==> src/psg_pkg.sv <==
package psg_pkg;

	// ------------------------------------------------------------------------
	// sizes
	// ------------------------------------------------------------------------
	localparam int NVOICE     = 4;
	localparam int VOICE_W    = 2;
	localparam int ACC_W      = 24;
	localparam int FREQ_W     = 16;
	localparam int WAVE_W     = 12;
	localparam int ENV_W      = 8;
	localparam int MIX_W      = 14;
	localparam int SAMPLE_W   = 16;
	localparam int CREDIT_MAX = 4;
	localparam int CREDIT_W   = 3;
	localparam int ADR_W      = 5;
	localparam int DATA_W     = 32;
	localparam int VOL_W      = 4;

	// ------------------------------------------------------------------------
	// register map
	// ------------------------------------------------------------------------
	// word offsets inside one voice block of four words
	localparam logic [1:0] REG_FREQ = 2'd0;
	localparam logic [1:0] REG_PW   = 2'd1;
	localparam logic [1:0] REG_CTRL = 2'd2;
	localparam logic [1:0] REG_ENV  = 2'd3;
	// master volume sits right after the last voice block
	localparam logic [ADR_W-1:0] REG_VOLUME = 5'd16;

	// waveform select codes, code 3 is silent
	localparam logic [1:0] WAVE_SAW   = 2'd0;
	localparam logic [1:0] WAVE_PULSE = 2'd1;
	localparam logic [1:0] WAVE_TRI   = 2'd2;

	// control word layout
	typedef struct packed {
		logic [22:0] rsvd2;
		logic        enable;
		logic        test;
		logic [1:0]  rsvd1;
		logic        gate;
		logic [1:0]  rsvd0;
		logic [1:0]  wave;
	} ctrl_word_t;

	// envelope word layout, one byte per step
	typedef struct packed {
		logic [ENV_W-1:0] relese;
		logic [ENV_W-1:0] sustain;
		logic [ENV_W-1:0] decay;
		logic [ENV_W-1:0] attack;
	} env_word_t;

	// same write data word seen as control or as envelope
	typedef union packed {
		ctrl_word_t ctrl;
		env_word_t  env;
	} reg_word_u;

	// settings of one voice
	typedef struct packed {
		logic [FREQ_W-1:0] freq;
		logic [WAVE_W-1:0] pw;
		logic [1:0]        wave;
		logic              gate;
		logic              test;
		logic              enable;
		logic [ENV_W-1:0]  attack;
		logic [ENV_W-1:0]  decay;
		logic [ENV_W-1:0]  sustain;
		logic [ENV_W-1:0]  relese;
	} voice_cfg_t;

	typedef enum logic [1:0] {
		ENV_IDLE,
		ENV_ATTACK,
		ENV_DECAY_SUSTAIN,
		ENV_RELEASE
	} env_state_e;

endpackage

==> src/voice_regs.sv <==
`timescale 1ns/1ps

module voice_regs
	import psg_pkg::*;
(
	input  logic              clk_i,
	input  logic              rst_i,
	input  logic              wr_i,
	input  logic [ADR_W-1:0]  adr_i,
	input  logic [DATA_W-1:0] dat_i,
	output voice_cfg_t        cfg_o [NVOICE],
	output logic [VOL_W-1:0]  volume_o
);

	// write data seen through both register views
	reg_word_u word;
	// voice block selected by the address
	logic [VOICE_W-1:0] sel;
	// address falls inside the voice blocks
	logic voice_hit;

	assign word = dat_i;
	assign sel = adr_i[VOICE_W+1:2];
	assign voice_hit = adr_i < ADR_W'(NVOICE * 4);

	// ------------------------------------------------------------------------
	// write decode
	// ------------------------------------------------------------------------
	always_ff @(posedge clk_i) begin
		if (rst_i) begin
			for (int i = 0; i < NVOICE; i++) begin
				cfg_o[i] <= '0;
			end
			volume_o <= '0;
		end else if (wr_i) begin
			if (voice_hit) begin
				// low two address bits pick the word inside the block
				case (adr_i[1:0])
				REG_FREQ: begin
					cfg_o[sel].freq <= dat_i[FREQ_W-1:0];
				end
				REG_PW: begin
					// only the low 12 bits compare against the wave
					cfg_o[sel].pw <= dat_i[WAVE_W-1:0];
				end
				REG_CTRL: begin
					cfg_o[sel].wave   <= word.ctrl.wave;
					cfg_o[sel].gate   <= word.ctrl.gate;
					cfg_o[sel].test   <= word.ctrl.test;
					cfg_o[sel].enable <= word.ctrl.enable;
				end
				REG_ENV: begin
					cfg_o[sel].attack  <= word.env.attack;
					cfg_o[sel].decay   <= word.env.decay;
					cfg_o[sel].sustain <= word.env.sustain;
					cfg_o[sel].relese  <= word.env.relese;
				end
				endcase
			end else if (adr_i == REG_VOLUME) begin
				volume_o <= dat_i[VOL_W-1:0];
			end
			// anything else above the voice blocks is dropped
		end
	end

endmodule

==> src/frame_sequencer.sv <==
`timescale 1ns/1ps

module frame_sequencer
	import psg_pkg::*;
(
	input  logic               clk_i,
	input  logic               rst_i,
	input  logic               credit_i,
	output logic               iss_valid_o,
	output logic [VOICE_W-1:0] iss_voice_o
);

	// credits returned by the sink and not yet spent
	logic [CREDIT_W-1:0] credit_cnt;
	// frame in progress after its first cycle
	logic busy;
	// next voice to issue, wraps back to 0 at frame end
	logic [VOICE_W-1:0] voice_cnt;
	logic start;
	logic credit_ok;

	// a frame starts only with credit in hand and no frame being issued
	assign start = (credit_cnt != '0) && !busy;
	// a credit beyond the limit is a sink error and is not counted
	assign credit_ok = credit_i && (credit_cnt != CREDIT_W'(CREDIT_MAX));

	// voice 0 goes out in the start cycle itself
	assign iss_valid_o = start || busy;
	assign iss_voice_o = voice_cnt;

	always_ff @(posedge clk_i) begin
		if (rst_i) begin
			credit_cnt <= '0;
			busy       <= 1'b0;
			voice_cnt  <= '0;
		end else begin
			// return and spend can land in the same cycle
			credit_cnt <= credit_cnt + CREDIT_W'(credit_ok) - CREDIT_W'(start);
			if (start) begin
				busy      <= 1'b1;
				voice_cnt <= VOICE_W'(1);
			end else if (busy) begin
				voice_cnt <= voice_cnt + 1'b1;
				// last voice out, free for a new frame next cycle
				if (voice_cnt == VOICE_W'(NVOICE - 1)) begin
					busy <= 1'b0;
				end
			end
		end
	end

endmodule

==> src/phase_stage.sv <==
`timescale 1ns/1ps

module phase_stage
	import psg_pkg::*;
(
	input  logic               clk_i,
	input  logic               rst_i,
	input  voice_cfg_t         cfg_i [NVOICE],
	input  logic               iss_valid_i,
	input  logic [VOICE_W-1:0] iss_voice_i,
	output logic               ph_valid_o,
	output logic [VOICE_W-1:0] ph_voice_o,
	output logic [WAVE_W-1:0]  ph_wave_o
);

	// one phase accumulator per voice
	logic [ACC_W-1:0] acc [NVOICE];
	// accumulator of the voice being issued, before its update
	logic [ACC_W-1:0] cur;
	logic [WAVE_W-1:0] top;
	logic [WAVE_W-2:0] fold;
	logic [WAVE_W-1:0] wave;
	voice_cfg_t cfg;

	assign cfg = cfg_i[iss_voice_i];
	assign cur = acc[iss_voice_i];
	// sawtooth is simply the top of the accumulator
	assign top = cur[ACC_W-1 -: WAVE_W];
	// second half of the period runs the ramp backwards
	assign fold = cur[ACC_W-1] ? ~top[WAVE_W-2:0] : top[WAVE_W-2:0];

	// ------------------------------------------------------------------------
	// waveform select
	// ------------------------------------------------------------------------
	always_comb begin
		case (cfg.wave)
		WAVE_SAW:   wave = top;
		WAVE_PULSE: wave = (top < cfg.pw) ? '1 : '0;
		// folded ramp doubled back to full scale
		WAVE_TRI:   wave = {fold, 1'b0};
		default:    wave = '0;
		endcase
	end

	// accumulator step, test parks the oscillator at zero
	always_ff @(posedge clk_i) begin
		if (rst_i) begin
			for (int i = 0; i < NVOICE; i++) begin
				acc[i] <= '0;
			end
		end else if (iss_valid_i) begin
			acc[iss_voice_i] <= cfg.test ? '0 : cur + ACC_W'(cfg.freq);
		end
	end

	always_ff @(posedge clk_i) begin
		if (rst_i) begin
			ph_valid_o <= 1'b0;
		end else begin
			ph_valid_o <= iss_valid_i;
		end
	end

	// item payload
	always_ff @(posedge clk_i) begin
		if (iss_valid_i) begin
			ph_voice_o <= iss_voice_i;
			ph_wave_o  <= wave;
		end
	end

endmodule

==> src/envelope_stage.sv <==
`timescale 1ns/1ps

module envelope_stage
	import psg_pkg::*;
(
	input  logic               clk_i,
	input  logic               rst_i,
	input  voice_cfg_t         cfg_i [NVOICE],
	input  logic               ph_valid_i,
	input  logic [VOICE_W-1:0] ph_voice_i,
	input  logic [WAVE_W-1:0]  ph_wave_i,
	output logic               sh_valid_o,
	output logic [VOICE_W-1:0] sh_voice_o,
	output logic [WAVE_W-1:0]  sh_value_o
);

	// per voice envelope state and level
	env_state_e state [NVOICE];
	logic [ENV_W-1:0] level [NVOICE];
	voice_cfg_t cfg;
	// state after the gate has had its say
	env_state_e cur_st;
	env_state_e nxt_st;
	logic [ENV_W-1:0] cur_lvl;
	logic [ENV_W-1:0] nxt_lvl;
	// one extra bit to catch attack overflow
	logic [ENV_W:0] att_sum;
	logic [WAVE_W+ENV_W-1:0] product;

	assign cfg = cfg_i[ph_voice_i];
	assign cur_lvl = level[ph_voice_i];
	assign att_sum = {1'b0, cur_lvl} + {1'b0, cfg.attack};

	// gate on restarts the attack, gate off forces release
	always_comb begin
		cur_st = state[ph_voice_i];
		if (cfg.gate && (cur_st == ENV_IDLE || cur_st == ENV_RELEASE)) begin
			cur_st = ENV_ATTACK;
		end else if (!cfg.gate && cur_st != ENV_IDLE) begin
			cur_st = ENV_RELEASE;
		end
	end

	// ------------------------------------------------------------------------
	// level step, one per frame for this voice
	// ------------------------------------------------------------------------
	always_comb begin
		nxt_st  = cur_st;
		nxt_lvl = cur_lvl;
		case (cur_st)
		ENV_ATTACK: begin
			// saturate at full scale and move on to decay
			if (att_sum >= {1'b0, {ENV_W{1'b1}}}) begin
				nxt_lvl = '1;
				nxt_st  = ENV_DECAY_SUSTAIN;
			end else begin
				nxt_lvl = att_sum[ENV_W-1:0];
			end
		end
		ENV_DECAY_SUSTAIN: begin
			// fall towards sustain, never below it
			if (cur_lvl > cfg.sustain) begin
				if (cur_lvl - cfg.sustain > cfg.decay) begin
					nxt_lvl = cur_lvl - cfg.decay;
				end else begin
					nxt_lvl = cfg.sustain;
				end
			end
		end
		ENV_RELEASE: begin
			if (cur_lvl > cfg.relese) begin
				nxt_lvl = cur_lvl - cfg.relese;
			end else begin
				nxt_lvl = '0;
				nxt_st  = ENV_IDLE;
			end
		end
		default: begin
			nxt_lvl = cur_lvl;
		end
		endcase
	end

	// shaped value uses the level of this very step
	assign product = ph_wave_i * nxt_lvl;

	always_ff @(posedge clk_i) begin
		if (rst_i) begin
			for (int i = 0; i < NVOICE; i++) begin
				state[i] <= ENV_IDLE;
				level[i] <= '0;
			end
			sh_valid_o <= 1'b0;
		end else begin
			sh_valid_o <= ph_valid_i;
			if (ph_valid_i) begin
				state[ph_voice_i] <= nxt_st;
				level[ph_voice_i] <= nxt_lvl;
			end
		end
	end

	always_ff @(posedge clk_i) begin
		if (ph_valid_i) begin
			sh_voice_o <= ph_voice_i;
			// drop the 8 fraction bits of the level
			sh_value_o <= product[WAVE_W+ENV_W-1:ENV_W];
		end
	end

endmodule

==> src/mix_stage.sv <==
`timescale 1ns/1ps

module mix_stage
	import psg_pkg::*;
(
	input  logic                clk_i,
	input  logic                rst_i,
	input  voice_cfg_t          cfg_i [NVOICE],
	input  logic [VOL_W-1:0]    volume_i,
	input  logic                sh_valid_i,
	input  logic [VOICE_W-1:0]  sh_voice_i,
	input  logic [WAVE_W-1:0]   sh_value_i,
	output logic                sample_valid_o,
	output logic [SAMPLE_W-1:0] aud_o
);

	// running sum over the voices of one frame
	logic [MIX_W-1:0] sum_q;
	logic [MIX_W-1:0] sum_d;
	// contribution of this item, zero if the voice is muted
	logic [WAVE_W-1:0] add;
	logic [MIX_W+VOL_W-1:0] scaled;
	logic last;

	assign add = cfg_i[sh_voice_i].enable ? sh_value_i : '0;
	// voice 0 opens a new frame sum
	assign sum_d = (sh_voice_i == '0) ? MIX_W'(add) : sum_q + MIX_W'(add);
	assign last = sh_voice_i == VOICE_W'(NVOICE - 1);
	// master volume 0..15, then two bits down to fit the sample
	assign scaled = sum_d * volume_i;

	always_ff @(posedge clk_i) begin
		if (sh_valid_i) begin
			sum_q <= sum_d;
		end
	end

	// ------------------------------------------------------------------------
	// sample output
	// ------------------------------------------------------------------------
	always_ff @(posedge clk_i) begin
		if (rst_i) begin
			sample_valid_o <= 1'b0;
			aud_o          <= '0;
		end else begin
			sample_valid_o <= sh_valid_i && last;
			// aud_o keeps the last sample between pulses
			if (sh_valid_i && last) begin
				aud_o <= scaled[MIX_W+VOL_W-1:2];
			end
		end
	end

endmodule

==> src/psg_top.sv <==
`timescale 1ns/1ps

module psg_top
	import psg_pkg::*;
(
	input  logic                clk_i,
	input  logic                rst_i,
	input  logic                wr_i,
	input  logic [ADR_W-1:0]    adr_i,
	input  logic [DATA_W-1:0]   dat_i,
	input  logic                credit_i,
	output logic                sample_valid_o,
	output logic [SAMPLE_W-1:0] aud_o
);

	// register file outputs
	voice_cfg_t cfg [NVOICE];
	logic [VOL_W-1:0] volume;

	// ------------------------------------------------------------------------
	// voice stream between the stages
	// ------------------------------------------------------------------------
	logic               iss_valid;
	logic [VOICE_W-1:0] iss_voice;
	logic               ph_valid;
	logic [VOICE_W-1:0] ph_voice;
	logic [WAVE_W-1:0]  ph_wave;
	logic               sh_valid;
	logic [VOICE_W-1:0] sh_voice;
	logic [WAVE_W-1:0]  sh_value;

	voice_regs u_regs (
		.clk_i    (clk_i),
		.rst_i    (rst_i),
		.wr_i     (wr_i),
		.adr_i    (adr_i),
		.dat_i    (dat_i),
		.cfg_o    (cfg),
		.volume_o (volume)
	);

	// frame start and voice issue
	frame_sequencer u_seq (
		.clk_i       (clk_i),
		.rst_i       (rst_i),
		.credit_i    (credit_i),
		.iss_valid_o (iss_valid),
		.iss_voice_o (iss_voice)
	);

	// oscillators
	phase_stage u_phase (
		.clk_i       (clk_i),
		.rst_i       (rst_i),
		.cfg_i       (cfg),
		.iss_valid_i (iss_valid),
		.iss_voice_i (iss_voice),
		.ph_valid_o  (ph_valid),
		.ph_voice_o  (ph_voice),
		.ph_wave_o   (ph_wave)
	);

	// ADSR and shaping
	envelope_stage u_env (
		.clk_i      (clk_i),
		.rst_i      (rst_i),
		.cfg_i      (cfg),
		.ph_valid_i (ph_valid),
		.ph_voice_i (ph_voice),
		.ph_wave_i  (ph_wave),
		.sh_valid_o (sh_valid),
		.sh_voice_o (sh_voice),
		.sh_value_o (sh_value)
	);

	// voice sum and master volume
	mix_stage u_mix (
		.clk_i          (clk_i),
		.rst_i          (rst_i),
		.cfg_i          (cfg),
		.volume_i       (volume),
		.sh_valid_i     (sh_valid),
		.sh_voice_i     (sh_voice),
		.sh_value_i     (sh_value),
		.sample_valid_o (sample_valid_o),
		.aud_o          (aud_o)
	);

endmodule

==> config.mk <==
export PLATFORM = sky130hd
export DESIGN_NAME = psg_top
export DESIGN_NICKNAME = d
export VERILOG_FILES = /design/src/psg_pkg.sv /design/src/voice_regs.sv /design/src/frame_sequencer.sv /design/src/phase_stage.sv /design/src/envelope_stage.sv /design/src/mix_stage.sv /design/src/psg_top.sv
export SDC_FILE = /design/constraint.sdc
export NUM_CORES = 1
export LEC_CHECK = 0
export ABC_AREA = 1
export BUFFER_PORTS_ARGS = -buffer_cell sky130_fd_sc_hd__buf_2
export CAP_MARGIN = 10
export CORE_AREA = 2 2 282 353
export CTS_CLUSTER_SIZE = 40
export DETAILED_ROUTE_END_ITERATION = 10
export DIE_AREA = 0 0 284 355
export GPL_ROUTABILITY_DRIVEN = 0
export PLACE_DENSITY = 0.41
export SLEW_MARGIN = 20
export SYNTH_ARGS = -nofsm -noshare
export SYNTH_HDL_FRONTEND = slang
export SYNTH_SLANG_ARGS = --single-unit
==> constraint.sdc <==
create_clock -name clk_i -period 14.3 [get_ports clk_i]
set_input_delay 4.29 -clock clk_i [delete_from_list [all_inputs] [get_ports clk_i]]
set_output_delay 4.29 -clock clk_i [all_outputs]
set_load 0.01 [all_outputs]
; After elaboration in Yosys (flattened, before gate mapping)
; Memories as Yosys holds them, arrays and structs flattened. A register that Yosys moved wholly into a read port is not among the register bits.
; Index checks and enable logic that the tools add are counted.
[classes]
n_shift = 0
div = 0
n_reduce_logical = 23
mul = 2
add_sub_neg = 9
order_cmp = 11
bitwise = 6
n_eq_ne = 13
mux = 80
[ops]
columns = cell, n
row1 = 260-bit bitwise mux, 10
row2 = 65-bit demux with 2-bit select, 10
row3 = 260-bit one-hot mux with 4 select lines, 1
row4 = 65-bit binary-select mux with 2-bit select, 3
row5 = 65-bit two-way mux, 3
row6 = 35-bit two-way mux, 3
row7 = 33-bit two-way mux, 3
row8 = 24-bit two-way mux, 3
row9 = 49-bit two-way mux, 1
row10 = 8-bit two-way mux, 6
row11 = 37-bit two-way mux, 1
row12 = 12-bit one-hot mux with 3 select lines, 1
row13 = 34-bit two-way mux, 1
row14 = 32-bit two-way mux, 1
row15 = 24-bit by 16-bit adder with 24-bit output, 1
row16 = 8-bit greater-than comparator, 3
row17 = 12-bit two-way mux, 2
row18 = 8-bit one-hot mux with 3 select lines, 1
row19 = 24-bit OR reduction, 1
row20 = 8-bit subtractor, 3
row21 = 12-bit by 8-bit multiplier with 20-bit output, 1
row22 = 2-bit two-way mux, 10
row23 = 14-bit by 4-bit multiplier with 18-bit output, 1
row24 = 2-bit equality test (second input constant), 8
row25 = other kinds (31), 66
[totals]
mem_bits_ro = 0
wordCells = 201
mem_count = 3
out_inout_bits = 17
inputBits = 41
latchBits = 0
ramBits = 136
register_bits = 331
[mem_list]
columns = memory, depth, word_bits, rd, rd_ports_with_merged_regs, write_ports, line_no
row1 = u_phase.acc, 4, 24, 1, 0, 4, phase_stage.sv:17  ; logic [ACC_W-1:0] acc [NVOICE];
row2 = u_env.level, 4, 8, 1, 1, 4, envelope_stage.sv:19  ; logic [ENV_W-1:0] level [NVOICE];
row3 = u_env.state, 4, 2, 1, 1, 4, envelope_stage.sv:18  ; env_state_e state [NVOICE];

; Depth between registers and ports, before layout
; Gate-level depths: netlist of run 1.
[depth]
word_depth = 11
depth_mapped = 48
depth_no_buf = 48

; Modules after synthesis
; From an unflattened synthesis of run 1, not the netlist that was laid out.
[hier_totals]
hier_cells = 4322
hier_area_um2 = 30300.3
[by_module_without_submodules]
columns = module, seq_area_each_um2, area_each_um2, cells_per_inst, n_inst
row1 = voice_regs, 5285.1, 10832.9, 1711, 1
row2 = envelope_stage, 1641.6, 8161.6, 1111, 1
row3 = phase_stage, 3323.2, 7191.9, 895, 1
row4 = mix_stage, 760.7, 3782.4, 561, 1
row5 = frame_sequencer, 120.1, 331.6, 44, 1

; Least setup slack after synthesis of run 1
; Ideal clock, no wire load.
[synth_timing]
path_kind = reg2reg
start = register with a tool-made name
end = register u_env.sh_value_o[9], data pin
path_buffers = 1
required_time_ps = 14039
path_stages_with_launch = 40
path_slack_ps = 7026
setup_time_ps = 261
period_less_slack_ps = 7274
arrival_ps = 7013
path_cell_list = dfxtp_1 inv_2 clkbuf_1 nand2_1 a32oi_1 ha_1 a21oi_1 nand2_1 a21oi_1 o21ai_0 nand2_1 nand2_1 a21oi_1 xnor2_1 ha_1 a21o_1 nor2_1 nand2_1 [... 4 more ...] a221oi_1 o21ai_2 inv_2 nor2_1 fa_1 inv_1 fa_1 fa_1 fa_1 inv_1 ha_1 a21oi_1 inv_1 a31oi_1 o21ai_0 a31oi_1 nand2_1 xor2_1
[synth_lines]
columns = item, line_no
row1 = end signal: assignment, envelope_stage.sv:107  ; sh_value_o <= product[WAVE_W+ENV_W-1:ENV_W];
row2 = end: declaration, envelope_stage.sv:14  ; output logic [WAVE_W-1:0] sh_value_o

; Worst setup path in the final report of run 1
[layout_timing]
start = register u_phase.ph_voice_o[0]
end = register u_env.sh_value_o[9], data pin
[layout_via]
elab_chain_len = 11
word_cells_on_any_way = 26
classes_between = add/sub: 4 / mul: 1 / order compare: 4 / eq/ne: 3 / mux: 10 / bitwise: 1 / reduce/logical: 3
[layout_rtl]
columns = item, line_no
row1 = start: declaration, phase_stage.sv:12  ; output logic [VOICE_W-1:0] ph_voice_o,
row2 = start signal: assignment, phase_stage.sv:67  ; ph_voice_o <= iss_voice_i;
row3 = 2-bit NOT with 3-bit output (implied by the code) (*), envelope_stage.sv:30  ; assign cfg = cfg_i[ph_voice_i];
row4 = 65-bit binary-select mux with 2-bit select (*), envelope_stage.sv:30
row5 = 35-bit two-way mux (implied by the code) (*) (2 in a row), envelope_stage.sv:30
row6 = "parallel branches: the longest is 5 deep, another holds 8-bit subtractor", n/a
row7 = 8-bit one-hot mux with 3 select lines (*), envelope_stage.sv:50  ; case (cur_st)
row8 = 12-bit by 8-bit multiplier with 20-bit output (*), envelope_stage.sv:85  ; assign product = ph_wave_i * nxt_lvl;
row9 = net u_env.product[17], envelope_stage.sv:28  ; logic [WAVE_W+ENV_W-1:0] product;
; Mark *: on every way through the listed nets, which the timed path passes. The select of a mux whose other input is x is not followed.
; A chain may end at the register's enable or synchronous reset.

==> out/results.tsv, run 1 <==
stage	metric	value	unit
run_status	outcome	finished, final reports clean	
sta	drv_slew	0	
yosys	synth_area_leaders	dfxtp_1 20%, edfxtp_1 18%, nand2_1 10%	
setup_path	worstSetupPathType	register to register	
sta	max_freq	112	MHz
layout	area_growth	11.6	%
global_routing	grt_use_total	19.0	%
routing	vias_per_cell	4.79	
yosys	async_flop_share	0	%
setup_path	max_stage_delay	550	ps
setup_path	cp-start-kind	register	
yosys	synth-main-ff-cell	dfxtp_1	
yosys	syn_nets	4109	
routing	drc_errors	0	
routing	dr.pass1.iters	5	
yosys	synth_adder_area_share	12.2	%
global_routing	grt_max_degree	148	
floorplanning	die_area	0.101	mm^2
cts	path_clk_slew	60	ps
global_routing	grt.met3_usage	2.34	%
routing	totalWireLength	96300	um
global_routing	grt_busiest_layer	met2	
floorplanning	dieWidth	284	um
global_routing	grtUsageMet1	24.4	%
cts	insertion_delay	670	ps
layout	regArea	0.0112	mm^2
yosys	synth-compound-area-share	19.3	%
cts	cts_sinks	469	
layout	final_layout_size_suffix_gt1_share	6.98	%
setup_path	cpMaxStageDelayCell	buf_4	
routing	antenna_left	0	
layout	fillCellCount	10600	
yosys	synth_top_family_by_area	compound AO/OA/AOI/OAI gates	
floorplanning	die-height	355	um
cts	post-cts-setup-buffer-count	0	
global_routing	overflow	0	
global_routing	grt_pass1_wl	149000	um
routing	vias	24700	
sta	fin_skew	41.6	ps
sta	rsz0062_at_grt	false	
cts	cts.repair.resized	0	
cts	cts_tree	yes	
sta	post-route-period-util	62.5	%
setup_path	path_max_fanout	54	
yosys	ys_ff_latch	469	
layout	antenna_cells	0	
floorplanning	io_pins	58	
yosys	synth_top_area_share	20.1	%
sta	hold_violations	0	
global_routing	grt_pass1_vias	24900	
setup_path	cp.required	14680	ps
yosys	ys.warnings.count	0	
setup_path	crit_arrival	9310	ps
min_path	hold_path_class	register to register	
layout	multi_input_area	0.0149	mm^2
placement	port_buffers	57	
setup_path	endpoint_kind	register	
placement	hpwlAfterDp	65000	um
sta	relSlewSlack	31.8	%
sta	fin_setup_tns	0	ps
global_routing	use_met2	33.4	%
global_routing	antenna_found_initial	5	
routing	routedWlPerCell	18.7	um
yosys	synthesis.area	0.0290	mm^2
yosys	muxShareOfSynthArea	0	%
yosys	yosysUniqueCellTypes	64	
cts	h-tree-depth	2	
cts	clockBufferDepth	3	
setup_path	critPathLaunch	u_phase.ph_voice_o[0]$_DFFE_PP_	
setup_path	rr_startpoint	u_phase.ph_voice_o[0]$_DFFE_PP_	
sta	fin_crit	8930	ps
yosys	yosys.area.top_type	dfxtp_1	
routing	drtIter0Drc	1492	
sta	finalSetupViolCount	0	
cts	cts_root_buf	clkbuf_16	
setup_path	crit_path_frequent_cell	nand2_1	
cts	cts_inserted_buffers	57	
cts	holdBufCountCts	0	
yosys	synthSimpleGateAreaFrac	18.1	%
yosys	syn_inst	3839	
sta	worst_slew_pin_slew	1020	ps
run	drv_cap	0	
floorplanning	core	0.0974	mm^2
layout	final_util	33.3	%
layout	nNetsFinal	4074	
floorplanning	num_rows	128	
floorplanning	initial_core_util	29.8	%
yosys	synth.avg_cell_area	7.56	um^2
yosys	synth_edf_count	178	
yosys	synth_xor_xnor_area_share	1.51	%
yosys	seq_area_frac_synth	38.5	%
==> cells in the mapped netlist (3+ instances only) <==
master    number
o21bai_1      13
o21ai_1       22
o211ai_2       4
or2_2          3
nand3b_1       4
o21a_1         5
fa_1          90
o21ai_2        3
nand2_1      781
clkbuf_1     160
nand3_1       62
nor3_1        15
a22oi_1        3
o211ai_1      13
a21o_1         9
a21oi_1      362
edfxtp_1     178
ha_1         139
a32oi_2        3
inv_2         31
nand4_1       10
dfxtp_1      291
o21ai_0      298
xor2_1        37
a31oi_1       10
xnor2_1       13
nor2_1       433
o22ai_1       55
nor2_2         4
o211a_1        7
nand2_2        9
inv_1        571
a211oi_1      99
a21boi_1       3
a221oi_1      26
a32oi_1       13
buf_1          7
buf_2         18
==> per-stage QoR <==
step | setup WS (ps) | area (um^2) | hold WS (ps) | std cells
floorplan | 7030 | 29000 | 424 | 3839
global placement | 5540 | 30500 | 437 | 5045
detailed placement | 5340 | 30500 | 438 | 5045
CTS | 5300 | 32400 | 449 | 5152
global route | 4470 | 32400 | 469 | 5152
finish | 5370 | 32400 | 448 | 5152
==> metal layers <==
layer  routed length (um)  up-vias
met1                43700    11700
met5                   21        -
met3                 3230      118
met4                 2530        4
li1                     -    12500
met2                46800      396
==> cells in the final DEF, fill, tap and decap left out, types with 5 or more instances in the layout <==
| master | Yosys | routed |
|---|---|---|
| inv_2 | 31 | 32 |
| nand2_2 | 9 | 15 |
| a31oi_1 | 10 | 10 |
| clkbuf_16 | 0 | 57 |
| a21oi_1 | 362 | 362 |
| nor2_1 | 433 | 429 |
| edfxtp_1 | 178 | 178 |
| a32oi_1 | 13 | 13 |
| a211oi_1 | 99 | 99 |
| o211ai_1 | 13 | 13 |
| buf_2 | 18 | 56 |
| inv_1 | 571 | 567 |
| buf_4 | 2 | 38 |
| clkinv_2 | 1 | 14 |
| o21ai_0 | 298 | 297 |
| xor2_1 | 37 | 37 |
| o21ai_1 | 22 | 22 |
| o211a_1 | 7 | 7 |
| o22ai_1 | 55 | 55 |
| o21a_1 | 5 | 5 |
| clkbuf_8 | 0 | 6 |
| fa_1 | 90 | 90 |
| dfxtp_1 | 291 | 290 |
| clkbuf_1 | 160 | 15 |
| nand2_1 | 781 | 775 |
| nand4_1 | 10 | 10 |
| xnor2_1 | 13 | 13 |
| a21o_1 | 9 | 9 |
| a221oi_1 | 26 | 26 |
| o21bai_1 | 13 | 13 |
| ha_1 | 139 | 139 |
| nand3_1 | 62 | 61 |
| nor3_1 | 15 | 15 |
| clkinv_1 | 2 | 7 |
| nor2_2 | 4 | 7 |
==> cell type report <==
cell class              count  share of cell area (%)
clock buffers              80                    4.86
clock inverters            27                   0.896
well taps                1300                    5.02
multi-input cells        2575                    45.9
inverters                 605                    7.02
flip-flops and latches    469                    34.5
repair buffers             96                    1.84
==> worst paths after layout <==
check | slack [ps] | end | cells past startpoint
setup / recovery | 5370 | u_env.sh_value_o[9]$_DFFE_PP_ | 40
hold / removal | 450 | register | 2
setup reg to reg | 5370 | u_env.sh_value_o[9]$_DFFE_PP_ | 40
hold reg to reg | 450 | register | 2
==> worst max-delay path: cells and delay by family (launching register included) <==
kind	cells	cell delay (ps)
buffers and inverters	8	1670
adder cells (fa/ha/maj)	7	2900
AO/OA/AOI/OAI	12	1940
flip-flops	1	350
XOR/XNOR	2	260
AND/OR/NAND/NOR	11	1500
==> cell families (layout without fill, tap and decap cells) <==
logic type,count (synthesis),count (layout)
compound gates,964,964
flops,469,469
buf+inv,795,808
simple gates,1332,1332
xor+xnor,50,50
fa+ha+maj,229,229
Power of run 1 is left out: the tool's default activity adds up to more than one toggle a clock period on the data nets, which glitch-free logic cannot reach.
==> inputs of run 2 (changes only) <==
==> constraint.sdc (replaced) <==
create_clock -name clk_i -period 8.9 [get_ports clk_i]
set_input_delay 2.67 -clock clk_i [delete_from_list [all_inputs] [get_ports clk_i]]
set_output_delay 2.67 -clock clk_i [all_outputs]
set_load 0.01 [all_outputs]
==> out/results.tsv, run 2 (same netlist as run 1, synthesis figures left out) <==
stage	metric	value	unit	change
run_status	outcome	finished, final reports clean		unchanged
floorplanning	io_pins	58		unchanged
setup_path	endpoint_kind	register		unchanged
placement	dpl_cell_area	0.0306	mm^2	was 0.0305 mm^2
setup_path	critPathLaunch	u_phase.ph_voice_o[1]$_DFFE_PP_		was u_phase.ph_voice_o[0]$_DFFE_PP_
setup_path	crit_arrival	8640	ps	was 9310 ps
setup_path	cp.required	9270	ps	was 14,680 ps
sta	worst_slew_pin_slew	1080	ps	was 1020 ps
layout	final_cell_area	0.0325	mm^2	was 0.0324 mm^2
setup_path	path_max_fanout	19		was 54
setup_path	r2r_slack	630	ps	was 5370 ps
sta	fin_setup_tns	0	ps	unchanged
layout	final_common_cell	nand2_1		unchanged
sta	hold_violations	0		unchanged
layout	area_growth	11.9	%	was 11.6%
routing	vias	24800		was 24,700
run	drv_cap	0		unchanged
setup_path	rr_startpoint	u_phase.ph_voice_o[1]$_DFFE_PP_		was u_phase.ph_voice_o[0]$_DFFE_PP_
cts	cts_inserted_buffers	55		was 57
floorplanning	num_rows	128		unchanged
global_routing	grt_use_total	18.9	%	was 19.0%
sta	drv_slew	0		unchanged
sta	post-route-period-util	93.0	%	was 62.5%
floorplanning	initial_core_util	29.8	%	unchanged
routing	drc_errors	0		unchanged
sta	max_freq	121	MHz	was 112 MHz
floorplanning	core	0.0974	mm^2	unchanged
layout	final_layout_size_suffix_gt1_share	7.34	%	was 6.98%
routing	routedWlPerCell	18.7	um	about the same
layout	layoutNonFillerInstCount	5160		was 5,152
global_routing	overflow	0		unchanged
sta	fin_crit	8270	ps	was 8930 ps
layout	nNetsFinal	4083		was 4,074
routing	vias_per_cell	4.80		was 4.79
routing	wl_met3	3020	um	was 3230 um
floorplanning	die-height	355	um	unchanged
cts	cts_sinks	469		unchanged
routing	totalWireLength	96400	um	was 96,300 um
global_routing	grt_pass1_vias	24400		was 24,900
placement	place_inst	5056		was 5,045
min_path	hold_path_class	register to register		unchanged
setup_path	max_stage_delay	580	ps	was 550 ps
routing	antenna_left	0		unchanged
setup_path	rr_worst_depth	38		was 40
cts	path_clk_slew	70	ps	was 60 ps
setup_path	r2r-end	u_env.sh_value_o[9]$_DFFE_PP_		unchanged
placement	hpwlAfterDp	65800	um	was 65,000 um
routing	met2_length	46700	um	was 46,800 um
setup_path	worstSetupPathType	register to register		unchanged
floorplanning	die_area	0.101	mm^2	unchanged
cts	post-cts-setup-buffer-count	0		unchanged
routing	highest_layer	met5		unchanged
global_routing	antenna_found_initial	4		was 5
setup_path	crit_end	u_env.sh_value_o[9]$_DFFE_PP_		unchanged
routing	m1WireLength	43900	um	was 43,700 um
layout	layout_common_cells	776 x nand2_1, 567 x inv_1, 429 x nor2_1, 362 x a21oi_1, 297 x o21ai_0		was 775 x nand2_1, 567 x inv_1, 429 x nor2_1, 362 x a21oi_1, 297 x o21ai_0
sta	relSlewSlack	28.3	%	was 31.8%
cts	cts_root_buf	clkbuf_16		unchanged
cts	h-tree-depth	2		unchanged
setup_path	cp-start-kind	register		unchanged
cts	clockBufferDepth	3		unchanged
cts	cts_tree	yes		unchanged
global_routing	grt_max_degree	100		was 148
cts	holdBufCountCts	0		unchanged
setup_path	crit_path_frequent_cell	inv_1		was nand2_1
placement	port_buffers	57		unchanged
sta	rsz0062_at_grt	false		unchanged
routing	drtIter0Drc	1426		was 1,492
cts	insertion_delay	660	ps	was 670 ps
setup_path	cpMaxStageDelayCell	fa_1		was buf_4
cts	cts.repair.resized	0		unchanged
global_routing	grt_pass1_wl	148000	um	was 149,000 um
sta	fin_skew	41.8	ps	was 41.6 ps
routing	dr.pass1.iters	7		was 5
sta	finalSetupViolCount	0		unchanged
floorplanning	dieWidth	284	um	unchanged
## run 2: cell types whose count changed in the layout (fill, tap and decap cells not counted), moves of 4 or more
cell,previous run,this run
clkbuf_8,6,14
clkbuf_1,15,11
buf_4,38,49
clkinv_1,7,3
clkinv_2,14,10
## run 2: metrics by stage
step | setup WS (ps) | util [%] | hold WS (ps)
after global placement | 690 | 31.4 | 435
after floorplan | 1630 | - | 424
after global routing | 38.1 | 33.4 | 471
after detailed placement | 524 | 31.4 | 440
after CTS | 506 | 33.3 | 449
final | 626 | 33.4 | 446
## run 2: per-layer routing
metal,up-vias,global-route usage [%]
li1,12500,-
met4,2,6.01
met5,-,0
met2,371,33.5
met1,11800,24.0
met3,123,1.88
## run 2: layout make-up
type / count / area [um^2]
Timing Repair Buffer: 107 / 679
Inverter: 605 / 2270
Fill cell: 10600 / 64900
Antenna cell: 2 / 5.00
Clock inverter: 18 / 185
Clock buffer: 84 / 1680
Multi-Input combinational cell: 2575 / 14900
Sequential cell: 469 / 11200
Tap cell: 1300 / 1630
## run 2: worst min path at each step
stage / start / to / slack, ps / cells past startpoint
final: register / register / 450 / 2
after global routing: register / register / 470 / 2
after CTS: register / register / 450 / 2
after detailed placement: register / register / 440 / 2
after global placement: register / register / 440 / 2
after floorplan: register / register / 420 / 2
## run 2: critical path: cells and delay by family, from the launching register on
kind            cells  cell delay, ps
compound gates     10            1740
fa+ha+maj           8            3240
buf+inv             8             950
xor+xnor            2             310
simple gates       10            1230
flops               1             470
Power of run 2 is left out for the same reason.
